$ cat src/verilog/plane_ray_cfg.svh
`ifndef PLANE_RAY_CFG_SVH
`define PLANE_RAY_CFG_SVH

// Datapath widths
`define COORD_W         16
`define DATA_W          64      // Holds the 54-bit worst case of a dot product

`define NUM_LANES       6
`define NUM_COORDS      15
`define MAC_LATENCY     2       // Issue to result, in cycles

// AXI4-Lite bus
`define AXI_ADDR_W      8
`define AXI_DATA_W      32

// Register map
`define REG_CTRL        8'h00   // Bit 0 starts the engine
`define REG_STATUS      8'h04   // Bit 0 busy, bit 1 done
`define REG_NUM_LO      8'h08
`define REG_NUM_HI      8'h0C
`define REG_DEN_LO      8'h10
`define REG_DEN_HI      8'h14
`define REG_COORD_BASE  8'h40   // Coordinate i at base + 4*i, order p0 p1 p2 r0 rd

`endif

$ cat src/verilog/plane_ray_pkg.sv
`default_nettype none
`include "plane_ray_cfg.svh"

package plane_ray_pkg;

    typedef logic signed [`COORD_W-1:0] coord_t;   // One input coordinate
    typedef logic signed [`DATA_W-1:0]  data_t;    // Lane operand or result

    typedef struct packed {
        data_t x;
        data_t y;
        data_t z;
    } vec3_t;

    // Lane opcodes
    typedef enum logic [1:0] {
        OP_SUB,     // a - c
        OP_MUL,     // a * b
        OP_MAC,     // a * b + c
        OP_NMAC     // c - a * b
    } mac_op_t;

    typedef enum logic [3:0] {
        IDLE,
        VDIFF,      // AB and AC
        VDIFF_PR,   // PR, overlaps the VDIFF results
        NORM_MUL,   // Positive cross terms
        NORM_SUB,   // Minus the negative cross terms
        DOT_X,
        DOT_Y,
        DOT_Z,
        FINISH
    } ctrl_state_t;

endpackage

`default_nettype wire

$ cat src/verilog/plane_ray_if.sv
`default_nettype none
`include "plane_ray_cfg.svh"

interface plane_ray_if;

    plane_ray_pkg::coord_t coords [`NUM_COORDS];   // p0 p1 p2 r0 rd, xyz each
    logic                  start;                  // One-cycle pulse
    logic                  busy;
    logic                  done;                   // One-cycle pulse
    plane_ray_pkg::data_t  num;                    // PR . n
    plane_ray_pkg::data_t  den;                    // rd . n

    modport regs (
        output coords,
        output start,
        input  busy,
        input  done,
        input  num,
        input  den
    );

    modport core (
        input  coords,
        input  start,
        output busy,
        output done,
        output num,
        output den
    );

endinterface

`default_nettype wire

$ cat src/verilog/plane_ray_regs.sv
`default_nettype none
`include "plane_ray_cfg.svh"

module plane_ray_regs (
    input  wire                      clk,
    input  wire                      rst_n,
    input  wire [`AXI_ADDR_W-1:0]    s_axi_awaddr_i,
    input  wire                      s_axi_awvalid_i,
    output logic                     s_axi_awready_o,
    input  wire [`AXI_DATA_W-1:0]    s_axi_wdata_i,
    input  wire [`AXI_DATA_W/8-1:0]  s_axi_wstrb_i,
    input  wire                      s_axi_wvalid_i,
    output logic                     s_axi_wready_o,
    output logic [1:0]               s_axi_bresp_o,
    output logic                     s_axi_bvalid_o,
    input  wire                      s_axi_bready_i,
    input  wire [`AXI_ADDR_W-1:0]    s_axi_araddr_i,
    input  wire                      s_axi_arvalid_i,
    output logic                     s_axi_arready_o,
    output logic [`AXI_DATA_W-1:0]   s_axi_rdata_o,
    output logic [1:0]               s_axi_rresp_o,
    output logic                     s_axi_rvalid_o,
    input  wire                      s_axi_rready_i,
    plane_ray_if.regs                bus
);

    localparam int IDX_W = $clog2(`NUM_COORDS);

    logic                   wr_accept;
    logic                   rd_accept;
    logic                   done_flag;     // STATUS bit 1
    logic [`AXI_DATA_W-1:0] rd_data;
    plane_ray_pkg::coord_t  rd_coord;

    // Word-aligned address inside the coordinate window
    function automatic logic coord_hit(logic [`AXI_ADDR_W-1:0] addr);
        logic [`AXI_ADDR_W-1:0] offs;
        offs = addr - `REG_COORD_BASE;
        return (addr >= `REG_COORD_BASE) && (offs[1:0] == 2'b00)
            && (offs[`AXI_ADDR_W-1:2] < `NUM_COORDS);
    endfunction

    function automatic logic [IDX_W-1:0] coord_idx(logic [`AXI_ADDR_W-1:0] addr);
        logic [`AXI_ADDR_W-1:0] offs;
        offs = addr - `REG_COORD_BASE;
        return offs[IDX_W+1:2];
    endfunction

    // ----------------------------------------------------------
    // Write channel
    // ----------------------------------------------------------
    assign wr_accept       = s_axi_awvalid_i && s_axi_wvalid_i && !s_axi_bvalid_o;
    assign s_axi_awready_o = wr_accept;
    assign s_axi_wready_o  = wr_accept;
    assign s_axi_bresp_o   = 2'b00;   // OKAY

    always_ff @(posedge clk) begin
        if (!rst_n) begin
            s_axi_bvalid_o <= 1'b0;
            bus.start      <= 1'b0;
            done_flag      <= 1'b0;
            for (int i = 0; i < `NUM_COORDS; i++) begin
                bus.coords[i] <= '0;
            end
        end else begin
            bus.start <= 1'b0;
            if (wr_accept) begin
                s_axi_bvalid_o <= 1'b1;
            end else if (s_axi_bready_i) begin
                s_axi_bvalid_o <= 1'b0;
            end

            // No new start while a run is underway
            if (wr_accept && s_axi_awaddr_i == `REG_CTRL) begin
                bus.start <= s_axi_wstrb_i[0] && s_axi_wdata_i[0] && !bus.busy;
            end

            if (wr_accept && coord_hit(s_axi_awaddr_i)) begin
                for (int b = 0; b < `COORD_W / 8; b++) begin
                    if (s_axi_wstrb_i[b]) begin
                        bus.coords[coord_idx(s_axi_awaddr_i)][8*b +: 8] <= s_axi_wdata_i[8*b +: 8];
                    end
                end
            end

            if (bus.start) begin
                done_flag <= 1'b0;
            end else if (bus.done) begin
                done_flag <= 1'b1;
            end
        end
    end

    // ----------------------------------------------------------
    // Read channel
    // ----------------------------------------------------------
    assign rd_accept       = s_axi_arvalid_i && !s_axi_rvalid_o;
    assign s_axi_arready_o = rd_accept;
    assign s_axi_rresp_o   = 2'b00;

    always_comb begin
        rd_coord = bus.coords[coord_idx(s_axi_araddr_i)];
        rd_data  = '0;                     // CTRL and holes read as zero
        case (s_axi_araddr_i)
            `REG_STATUS: rd_data = {{(`AXI_DATA_W-2){1'b0}}, done_flag, bus.busy};
            `REG_NUM_LO: rd_data = bus.num[31:0];
            `REG_NUM_HI: rd_data = bus.num[63:32];
            `REG_DEN_LO: rd_data = bus.den[31:0];
            `REG_DEN_HI: rd_data = bus.den[63:32];
            default: begin
                if (coord_hit(s_axi_araddr_i)) begin
                    // Sign-extended to the bus width
                    rd_data = {{(`AXI_DATA_W-`COORD_W){rd_coord[`COORD_W-1]}}, rd_coord};
                end
            end
        endcase
    end

    always_ff @(posedge clk) begin
        if (!rst_n) begin
            s_axi_rvalid_o <= 1'b0;
        end else if (rd_accept) begin
            s_axi_rvalid_o <= 1'b1;
        end else if (s_axi_rready_i) begin
            s_axi_rvalid_o <= 1'b0;
        end
    end

    always_ff @(posedge clk) begin
        if (rd_accept) begin
            s_axi_rdata_o <= rd_data;   // Held while rvalid waits
        end
    end

endmodule

`default_nettype wire

$ cat src/flat_wrapper.sv
// flat-port wrapper written by rule: the top's interface ports become plain ports
module plane_ray_regs_flat 
  (clk, rst_n, s_axi_awaddr_i, s_axi_awvalid_i, s_axi_awready_o, s_axi_wdata_i, s_axi_wstrb_i, s_axi_wvalid_i, s_axi_wready_o, s_axi_bresp_o, s_axi_bvalid_o, s_axi_bready_i, s_axi_araddr_i, s_axi_arvalid_i, s_axi_arready_o, s_axi_rdata_o, s_axi_rresp_o, s_axi_rvalid_o, s_axi_rready_i, bus_coords, bus_start, bus_busy, bus_done, bus_num, bus_den);
  plane_ray_if bus_i ();
  input  wire clk;
  input  wire rst_n;
  input  wire [`AXI_ADDR_W-1:0] s_axi_awaddr_i;
  input  wire s_axi_awvalid_i;
  output logic s_axi_awready_o;
  input  wire [`AXI_DATA_W-1:0] s_axi_wdata_i;
  input  wire [`AXI_DATA_W/8-1:0] s_axi_wstrb_i;
  input  wire s_axi_wvalid_i;
  output logic s_axi_wready_o;
  output logic [1:0] s_axi_bresp_o;
  output logic s_axi_bvalid_o;
  input  wire s_axi_bready_i;
  input  wire [`AXI_ADDR_W-1:0] s_axi_araddr_i;
  input  wire s_axi_arvalid_i;
  output logic s_axi_arready_o;
  output logic [`AXI_DATA_W-1:0] s_axi_rdata_o;
  output logic [1:0] s_axi_rresp_o;
  output logic s_axi_rvalid_o;
  input  wire s_axi_rready_i;
  output wire logic [$bits(bus_i.coords)-1:0] bus_coords;
  output wire logic [$bits(bus_i.start)-1:0] bus_start;
  input wire logic [$bits(bus_i.busy)-1:0] bus_busy;
  input wire logic [$bits(bus_i.done)-1:0] bus_done;
  input wire logic [$bits(bus_i.num)-1:0] bus_num;
  input wire logic [$bits(bus_i.den)-1:0] bus_den;
  assign bus_coords = {>>{bus_i.coords}};
  assign bus_start = bus_i.start;
  assign bus_i.busy = bus_busy;
  assign bus_i.done = bus_done;
  assign bus_i.num = bus_num;
  assign bus_i.den = bus_den;
  plane_ray_regs u_core (.clk(clk), .rst_n(rst_n), .s_axi_awaddr_i(s_axi_awaddr_i), .s_axi_awvalid_i(s_axi_awvalid_i), .s_axi_awready_o(s_axi_awready_o), .s_axi_wdata_i(s_axi_wdata_i), .s_axi_wstrb_i(s_axi_wstrb_i), .s_axi_wvalid_i(s_axi_wvalid_i), .s_axi_wready_o(s_axi_wready_o), .s_axi_bresp_o(s_axi_bresp_o), .s_axi_bvalid_o(s_axi_bvalid_o), .s_axi_bready_i(s_axi_bready_i), .s_axi_araddr_i(s_axi_araddr_i), .s_axi_arvalid_i(s_axi_arvalid_i), .s_axi_arready_o(s_axi_arready_o), .s_axi_rdata_o(s_axi_rdata_o), .s_axi_rresp_o(s_axi_rresp_o), .s_axi_rvalid_o(s_axi_rvalid_o), .s_axi_rready_i(s_axi_rready_i), .bus(bus_i));
endmodule
$ cat config.mk
export PLATFORM = sky130hd
export DESIGN_NAME = plane_ray_regs_flat
export DESIGN_NICKNAME = d
export VERILOG_FILES = /design/src/verilog/plane_ray_pkg.sv /design/src/verilog/plane_ray_if.sv /design/src/verilog/plane_ray_regs.sv /design/src/flat_wrapper.sv
export VERILOG_INCLUDE_DIRS = /design/src /design/src/verilog
export SDC_FILE = /design/constraint.sdc
export NUM_CORES = 1
export LEC_CHECK = 0
export BUFFER_PORTS_ARGS = -buffer_cell sky130_fd_sc_hd__buf_4
export CORE_AREA = 2 2 183 185
export DETAILED_ROUTE_END_ITERATION = 10
export DIE_AREA = 0 0 185 187
export GPL_TIMING_DRIVEN = 0
export PLACE_DENSITY = 0.79
export SYNTH_ARGS = -nofsm -noshare
export SYNTH_HDL_FRONTEND = slang
export SYNTH_SLANG_ARGS = --single-unit
$ cat constraint.sdc
create_clock -name clk -period 2.57 [get_ports clk]
set_input_delay 0.3855 -clock clk [delete_from_list [all_inputs] [get_ports clk]]
set_output_delay 0.3855 -clock clk [all_outputs]
set_load 0.1 [all_outputs]
; ---- Yosys cells after proc, flatten, opt, wreduce, memory -nomap -nowiden
; Cells that the tools add are included.
[totals]
ff_bits = 276
latchBits = 0
ramBits = 0
rom_bits = 0
mem_count = 0
[op_classes]
add_sub_neg = 2
n_mul = 0
div_mod_pow = 0
magnitude_cmp = 7
eq_ne = 5
shift = 0
n_mux = 19
bitwise_logic = 3
n_reduce_logical = 22
[op_table]
columns = operator, count
row1 = 240-bit 2-to-1 mux, 4
row2 = 240-bit bitwise mux, 2
row3 = 32-bit one-hot mux with 5 select lines, 1
row4 = 16-bit demux with 4-bit select, 2
row5 = 16-bit binary-select mux with 4-bit select, 1
row6 = 16-bit 2-to-1 mux, 3
row7 = 32-bit 2-to-1 mux, 1
row8 = "8-bit by 4-bit equality test with 1-bit output, second input constant", 2
row9 = "8-bit by 5-bit equality test with 1-bit output, second input constant", 2
row10 = "8-bit by 7-bit >= comparator with 1-bit output, second input constant", 2
row11 = "8-bit by 7-bit subtractor with 8-bit output, second input constant", 2
row12 = 1-bit logical AND, 12
row13 = "6-bit by 4-bit less-than comparator with 1-bit output, second input constant", 2
row14 = "5-bit >= comparator, second input constant", 2
row15 = 4-bit inverter with 5-bit output, 2
row16 = "8-bit by 3-bit equality test with 1-bit output, second input constant", 1
row17 = 8-bit logical NOT, 1
row18 = 8-bit 2-to-1 mux, 1
row19 = "5-bit by 1-bit less-than comparator with 1-bit output, second input constant", 1
row20 = 2-bit logical NOT, 2
row21 = 1-bit 2-to-1 mux, 4
row22 = 2-bit nonzero test, 2
row23 = 1-bit logical NOT, 3
row24 = 2-bit AND reduction, 1
row25 = other kinds (2), 2

; ---- Longest topological paths before layout
; Gate-level depths: netlist of run 1.
[depth]
word_depth = 12
depth_mapped = 9
mapped_depth_nobuf = 5

; ---- Least setup slack after synthesis of run 1
; OpenSTA, ideal clock, no wires.
[synth_path]
path_type = register -> register
startpoint = register u_core.s_axi_rvalid_o
endpoint = register u_core.s_axi_rdata_o[0], enable pin
t_arrival_ps = 3524
required_time_ps = 2083
slack_ps = -1441
stages_incl_launch_ff = 2
path_buffers = 0
path_cell_list = dfxtp_1 > nor2b_1
[synth_via]
elab_chain_cells = 2
[synth_lines]
columns = element, line_no
row1 = from (decl), plane_ray_regs.sv:22  ; output logic s_axi_rvalid_o,
row2 = from (signal assigned), plane_ray_regs.sv:121  ; s_axi_rvalid_o <= 1'b0;
row3 = from (signal assigned), plane_ray_regs.sv:123  ; s_axi_rvalid_o <= 1'b1;
row4 = from (signal assigned), plane_ray_regs.sv:125  ; s_axi_rvalid_o <= 1'b0;
row5 = 1-bit logical NOT, plane_ray_regs.sv:97  ; assign rd_accept = s_axi_arvalid_i && !s_axi_rvalid_o;
row6 = 1-bit logical AND, plane_ray_regs.sv:97
row7 = named net s_axi_arready_o, flat_wrapper.sv:19  ; output logic s_axi_arready_o;
row8 = to (signal assigned), plane_ray_regs.sv:131  ; s_axi_rdata_o <= rd_data;
row9 = to (decl), plane_ray_regs.sv:20  ; output logic [`AXI_DATA_W-1:0] s_axi_rdata_o,
; The timed path passes the listed nets, and every way through them passes these cells.
; A chain may end at the register's enable or synchronous reset.

; ---- Worst setup path in the final report of run 1
[layout_path]
startpoint = input port s_axi_araddr_i[4]
endpoint = register u_core.s_axi_rdata_o[13] (data pin)
[layout_via]
elab_chain_cells = 7
elab_cells_between_ends = 16
classes_between = 1 x add/sub / 2 x order compare / 5 x eq/ne / 5 x mux / 1 x bitwise / 2 x reduce/logical
[layout_lines]
columns = element, line_no
row1 = from (decl), flat_wrapper.sv:17  ; input wire [`AXI_ADDR_W-1:0] s_axi_araddr_i;
row2 = 8-bit by 7-bit subtractor with 8-bit output (no line), n/a
row3 = 4-bit inverter with 5-bit output (not written as such), plane_ray_regs.sv:102  ; rd_coord = bus.coords[coord_idx(s_axi_araddr_i)];
row4 = 16-bit binary-select mux with 4-bit select, plane_ray_regs.sv:102
row5 = 16-bit 2-to-1 mux (not written as such) (2 in series), plane_ray_regs.sv:102
row6 = 32-bit 2-to-1 mux, plane_ray_regs.sv:111  ; if (coord_hit(s_axi_araddr_i)) begin
row7 = 32-bit one-hot mux with 5 select lines (*), plane_ray_regs.sv:104  ; case (s_axi_araddr_i)
row8 = named net u_core.rd_data[13], plane_ray_regs.sv:32  ; logic [`AXI_DATA_W-1:0] rd_data;
; The timed path passes the listed nets; every way through them passes the cells marked *. The select of a mux whose other input is x is not followed.

==> results of run 1 <==
==> power groups by stage <==
stage               Clock (mW)  Combinational (mW)  Sequential (mW)
global route              4.43                1.28             4.41
global placement             0                1.21             4.50
detailed placement           0                1.22             4.50
finish                    4.22                1.24             4.41
floorplan                    0               0.482             4.72
CTS                       4.24                1.23             4.41
==> kinds of logic (layout without fill, tap and decap cells) <==
logic type | count (synthesis) | in the layout | share of synthesized area [%]
AOI/OAI and AO/OA | 113 | 113 | 6.50
buffers and inverters | 128 | 623 | 4.06
DFF | 276 | 276 | 42.5
muxes | 357 | 357 | 30.2
other | 1 | 8 | 0.0272
and+or+nand+nor | 345 | 346 | 16.8
==> through the flow <==
stage	utilization, %	cells	power [mW]	setup WS [ps]	setup TNS (ps)
finish	56.8	2171	9.86	-33.1	-43.6
global route	56.8	2168	10.1	7.80	0
CTS	56.8	2166	9.87	2.34	0
detailed placement	53.8	2116	5.72	-661	-9310
global placement	53.8	2116	5.71	-639	-9210
floorplan	-	1223	5.21	84.2	0
==> what timing repair did <==
| item | 4_1_cts | 5_1_grt |
|---|---|---|
| cloned | 0 | 1 |
| pin swaps | 0 | 0 |
| resized for setup | 3 | 3 |
| setup endpoints to repair | 9 | 8 |
==> worst max-delay path by stage <==
stage,startpoint,cells past startpoint,end
2_1_floorplan,u_core.s_axi_bvalid_o,4,s_axi_wready_o
3_3_place_gp,s_axi_araddr_i[2],6,u_core.s_axi_rdata_o[13]
3_5_place_dp,s_axi_araddr_i[2],6,u_core.s_axi_rdata_o[13]
4_1_cts,s_axi_araddr_i[4],8,u_core.s_axi_rdata_o[5]
5_1_grt,s_axi_araddr_i[4],7,u_core.s_axi_rdata_o[10]
6_report,s_axi_araddr_i[4],8,u_core.s_axi_rdata_o[13]
==> sequential cells by signal, summed over array words and instances, names as in the netlist <==
signal	count
u_core.bus.coords	240
u_core.bus.start	1
u_core.done_flag	1
u_core.s_axi_bvalid_o	1
u_core.s_axi_rdata_o	32
u_core.s_axi_rvalid_o	1
==> cell usage after synthesis, drive strengths merged (2+ instances only) <==
| cell | instances |
|---|---|
| a211o | 8 |
| a221oi | 15 |
| a22o | 6 |
| a22oi | 9 |
| and4 | 2 |
| and4b | 4 |
| and4bb | 2 |
| buf | 43 |
| clkbuf | 66 |
| dfxtp | 244 |
| edfxtp | 32 |
| inv | 19 |
| mux2 | 4 |
| mux2i | 307 |
| mux4 | 46 |
| nand2 | 33 |
| nand2b | 5 |
| nand3 | 2 |
| nand4 | 24 |
| nand4b | 4 |
| nor2 | 6 |
| nor2b | 246 |
| nor3 | 2 |
| nor3b | 2 |
| nor4 | 4 |
| nor4b | 4 |
| o211ai | 29 |
| o21ai | 6 |
| o221ai | 19 |
| o22ai | 16 |
| or3 | 2 |
==> layout make-up <==
type                            instances  area (sq um)  area share [%]
Inverter                               19          73.8           0.395
Sequential cell                       276          5850            31.3
Clock inverter                          6          58.8           0.315
Clock buffer                           44           892            4.78
Tap cell                              448           561            3.00
Multi-Input combinational cell        820          7400            39.6
Timing Repair Buffer                  445          3340            17.9
Antenna cell                            4          10.0          0.0536
Buffer                                109           493            2.64
==> worst reg2reg max path: cells and delay by family, from the launching register on <==
family	cells	cell delay, ps
multiplexers	2	780
AO/OA/AOI/OAI	1	370
flip-flops	1	350
buffers and inverters	1	260
AND/OR/NAND/NOR	1	80
==> routing by layer <==
metal	up-vias	global-route usage, %	part of all wire (%)
li1	5398	-	-
met1	5852	37.0	39
met2	589	52.8	49
met3	124	8.18	8.9
met4	0	13.6	4.1
met5	-	0	0
==> flow_summary.yaml, run 1 <==
clock_network:
  path_clk_slew_ps: 60
  post_cts.repair.setup_buffers: 0
  numCtsBuffers: 29
  cts_tree: "done"
  worstSkewPairLatency_ps: 550
  clock_tree.buffer_depth: 3
  cts_max_level: 1
  numClockSinks: 276
  root_buffer: "sky130_fd_sc_hd__clkbuf_16"
  cts_hold_repair.buffers: 0
synth:
  ys.flop_type: "sky130_fd_sc_hd__dfxtp_1"
  yosys.area.top_type: "sky130_fd_sc_hd__dfxtp_1"
  yosys.cell_types.count: 47
  synth_enable_flop_cells: 32
  synthTopCellsByArea: "sky130_fd_sc_hd__dfxtp_1 35%, sky130_fd_sc_hd__mux2i_1 22%, sky130_fd_sc_hd__nor2b_1 11%"
  syn-cell-area_sq_um: 13800
  ys_seq_elements: 276
  syn_avg_cell_area_sq_um: 11.3
  synth_top_area_share_pct: 35.5
  async_set_or_reset_flop_fraction_in_the_synthesized_netlist_pct: 0
  syn-instance-count: 1220
  synth-seq-area-share_pct: 42.5
  synth.yosys.warnings: 0
sta:
  setup-violations-final: 2
  post-route-period-util_pct: 101
  worstMarginPinSlew_ps: 1030
  final.setup.worst_slack_ps: -33.1
  timing.clock.skew_ps: 10.5
  timing.final.max_slew_violations: 0
  worst_slew_margin_rel_pct: 31.6
  fin_worst_hold_slack_ps: 89.3
  hold_viol_final: 0
  grt_setup_unrepaired: "no"
  fmaxAchievable_ghz: 0.384
  period_needed_ps: 2600
worst_hold_path:
  timing.hold.worst.class: "in -> reg"
  min-delay-start: "s_axi_arvalid_i"
  hold-path-endpoint: "u_core.s_axi_rvalid_o"
  number_of_cells_traversed_by_the_worst_hold_path: 2
grt:
  grt.total_usage_pct: 31.2
  antenna_found_initial: 2
  maximum_number_of_pins_on_one_net_before_global_route_repair: 34
  grt_pass1_wl_um: 78700
  grt_pass1_vias: 12008
  global_route.overflow_total: 0
worst_setup_path:
  path_cells: "buf_4, buf_2, buf_2, buf_2, clkbuf_1, o221ai_1, o211ai_1, o211ai_1"
  cp_slowest_stage_delay_ps: 570
  arrival_ps: 2850
  regToRegSetupSlack_ps: 470
  cp-start-kind: "input pin"
  critical_path.reg2reg.startpoint: "u_core.bus.coords[143]"
  crit_path_max_fanout: 10
  critical-path-slowest-cell: "sky130_fd_sc_hd__clkbuf_1"
  worstReg2RegEnd: "u_core.s_axi_rdata_o[30]"
  endpoint_kind: "register"
  required_ps: 2820
  worst_path_most_repeated_cell: "sky130_fd_sc_hd__buf_2"
  reg2regPathDepth: 5
  setup.worst_path.class: "in -> reg"
  timing.critical_path.buf_inv: 5
  timing.critical_path.max_delay_family: "buffers and inverters"
placement:
  gpl_wtd_cong: 0.906
  detailedPlacementHpwl_um: 43600
  dpl-instance-area_sq_um: 17700
  placement.io_buffers: 445
cells_and_area:
  mostFrequentLayoutCell: "sky130_fd_sc_hd__buf_4"
  fill_cell_instance_count_of_the_final_layout: 2890
  nNetsFinal: 1889
  layout.cells.most_common_list: "457 x sky130_fd_sc_hd__buf_4, 307 x sky130_fd_sc_hd__mux2i_1, 245 x sky130_fd_sc_hd__nor2b_1"
  final_area_sq_um: 18700
  area_growth_pct: 35.6
  layout-drive-gt1-share_pct: 35.7
drt:
  drcViolationCount: 0
  viasPerCell: 5.51
  detail_route.wirelength_um: 56700
  drt_iter0_markers: 866
  antenna_violating_nets_post_route: 0
  route.vias.total: 11963
  drt_first_pass_iters: 5
  wl_per_cell_um: 26.1
pwr:
  vdd_ir_drop_max_v: 0.000484
  netSwitchingPower_mw: 2.57
  power.leakage_nw: 8.89
  power.combinational.fraction_pct: 12.6
  internal_power_mw: 7.29
  pwr-share-clk_pct: 42.8
  switching_share_pct: 26.1
  power_density_nw_per_um2: 528
  share_seq_of_total_power_pct: 44.7
floorplanning:
  die_w_um: 185
  initial_core_utilization_pct: 41.9
  core.rowCount: 67
  ioPinCount: 471
  die_height_um: 187
  die-area_sq_um: 34600
  core_sq_um: 32900
run:
  max_cap_viol_count: 0
outcome:
  failed_checks: "negative setup slack"
  result_of_the_run: "finished with violations"
No activity file was read; power rests on OpenSTA's default activity.
==> run 2: changes to the inputs <==
--- a/config.mk
+++ b/config.mk
@@ -10,7 +10,6 @@
 export CORE_AREA = 2 2 183 185
 export DETAILED_ROUTE_END_ITERATION = 10
 export DIE_AREA = 0 0 185 187
-export GPL_TIMING_DRIVEN = 0
 export PLACE_DENSITY = 0.79
 export SYNTH_ARGS = -nofsm -noshare
 export SYNTH_HDL_FRONTEND = slang
==> run 2 against run 1 <==
  * The run now ends clean
  * Combinational power is 7% lower
  * Non-clock buffer count is 66 lower
  * Critical path depth is 5 lower
  * Largest power group unchanged
  * Power hardly changed
  * Register-to-register slack worse by 90 ps
  * Die area stayed put
  * Worst setup slack better by 190 ps
  * First-iteration DRC count is 36% lower
  * Worst hold slack worse by 1.8 ps
  * Global-route usage is 4.5 points lower
==> flow_summary.yaml, run 2 (synthesis gave the netlist of run 1 again) <==
sta:
  post-route-period-util_pct: 93.8
  timing.clock.skew_ps: 21.1
  timing.setup.tns_ps: 0
  timing.final.max_slew_violations: 0
  worstMarginPinSlew_ps: 773
  final.setup.worst_slack_ps: 160
  hold_viol_final: 0
  fmaxAchievable_ghz: 0.415
  setup-violations-final: 0
  grt_setup_unrepaired: "no"
  period_needed_ps: 2410
  worst_slew_margin_rel_pct: 48.3
  fin_worst_hold_slack_ps: 87.5
drt:
  drt_iter0_markers: 550
  drt_first_pass_iters: 4
  antenna_violating_nets_post_route: 0
  viasPerCell: 5.41
  wl_per_cell_um: 22.9
  route.vias.total: 11395
  detail_route.wirelength_um: 48200
  drcViolationCount: 0
cells_and_area:
  layout.cells.most_common_list: "477 x sky130_fd_sc_hd__buf_4, 307 x sky130_fd_sc_hd__mux2i_1, 245 x sky130_fd_sc_hd__nor2b_1"
  mostFrequentLayoutCell: "sky130_fd_sc_hd__buf_4"
  area_growth_pct: 35.6
  area_taken_by_multi_input_logic_gates_sq_um: 7410
  regMostFlops: "u_core.bus.coords"
  sequential_cell_area_sq_um: 5850
  fill_cell_instance_count_of_the_final_layout: 2808
  biggestRegsByFlops: "u_core.bus.coords (240), u_core.s_axi_rdata_o (32)"
  final_area_sq_um: 18700
  layout-drive-gt1-share_pct: 37.1
  flip_flop_count_of_the_largest_register_all_copies_and_words_added: 240
  nNetsFinal: 1823
  instances_no_fill: 2106
  utilization_pct: 56.8
placement:
  gpl_wtd_cong: 0.874
  cell_count_after_placement: 2050
  placement.io_buffers: 448
  detailedPlacementHpwl_um: 35500
  dpl-instance-area_sq_um: 17700
  detailedPlace.worstSlack_ps: 290
grt:
  global_route.overflow_total: 0
  antenna_found_initial: 1
  grt.total_usage_pct: 26.7
  grt_pass1_wl_um: 70500
  grt_pass1_vias: 11414
  maximum_number_of_pins_on_one_net_before_global_route_repair: 68
clock_network:
  cts_max_level: 1
  numClockSinks: 276
  worstSkewPairLatency_ps: 560
  cts_repair_resize_count: 0
  root_buffer: "sky130_fd_sc_hd__clkbuf_16"
  numCtsBuffers: 30
  clock_tree.buffer_depth: 3
  cts_tree: "done"
  cts_hold_repair.buffers: 0
  path_clk_slew_ps: 60
  post_cts.repair.setup_buffers: 0
worst_setup_path:
  arrival_ps: 2020
  endpoint_kind: "primary output"
  setup.worst_path.class: "reg -> out"
  crit_path_max_fanout: 27
  required_ps: 2180
  timing.critical_path.buf_inv: 2
  cp_slowest_stage_delay_ps: 490
  timing.critical_path.max_delay_family: "buffers and inverters"
  cp-start-kind: "register"
  critical-path-slowest-cell: "sky130_fd_sc_hd__inv_2"
  path_cells: "nand3b_2, inv_2, buf_4"
outcome:
  result_of_the_run: "complete, no violations"
pwr:
  report.power.total_mw: 9.87
  vdd_ir_drop_max_v: 0.000443
  power.leakage_nw: 8.89
  power_density_nw_per_um2: 529
worst_hold_path:
  timing.hold.worst.class: "in -> reg"
floorplanning:
  die_w_um: 185
  initial_core_utilization_pct: 41.9
  die-area_sq_um: 34600
  core_sq_um: 32900
  die_height_um: 187
  core.rowCount: 67
  ioPinCount: 471
run:
  max_cap_viol_count: 0
-- run 2: final cells by class --
cell class / count / area share (%)
flip-flops and latches: 276 / 31.3
multi-input cells: 819 / 39.7
clock inverters: 10 / 0.503
inverters: 19 / 0.382
well taps: 448 / 3.00
diodes: 1 / 0.0134
repair buffers: 488 / 20.3
clock buffers: 45 / 4.77
-- run 2: worst paths after layout --
kind                               from                      to  slack (ps)  cells after the start
setup / recovery  u_core.s_axi_bvalid_o          s_axi_wready_o         160                      3
hold / removal          s_axi_arvalid_i   u_core.s_axi_rvalid_o          90                      2
setup reg to reg  u_core.s_axi_bvalid_o  u_core.bus.coords[201]         380                      5
hold reg to reg        u_core.done_flag        u_core.done_flag         510                      2
-- run 2: where the power goes --
part | leakage, nW | internal (mW) | switching (mW) | total, mW
Combinational | 6.12 | 0.434 | 0.720 | 1.15
Clock | 0.482 | 2.57 | 1.74 | 4.30
Sequential | 2.28 | 4.39 | 0.0151 | 4.41
-- run 2: metal layers --
layer / part of all wire [%] / GRT usage [%]
met4: 2.9 / 7.57
met5: 0 / 0
met2: 48 / 45.6
met1: 42 / 34.0
met3: 6.8 / 5.32
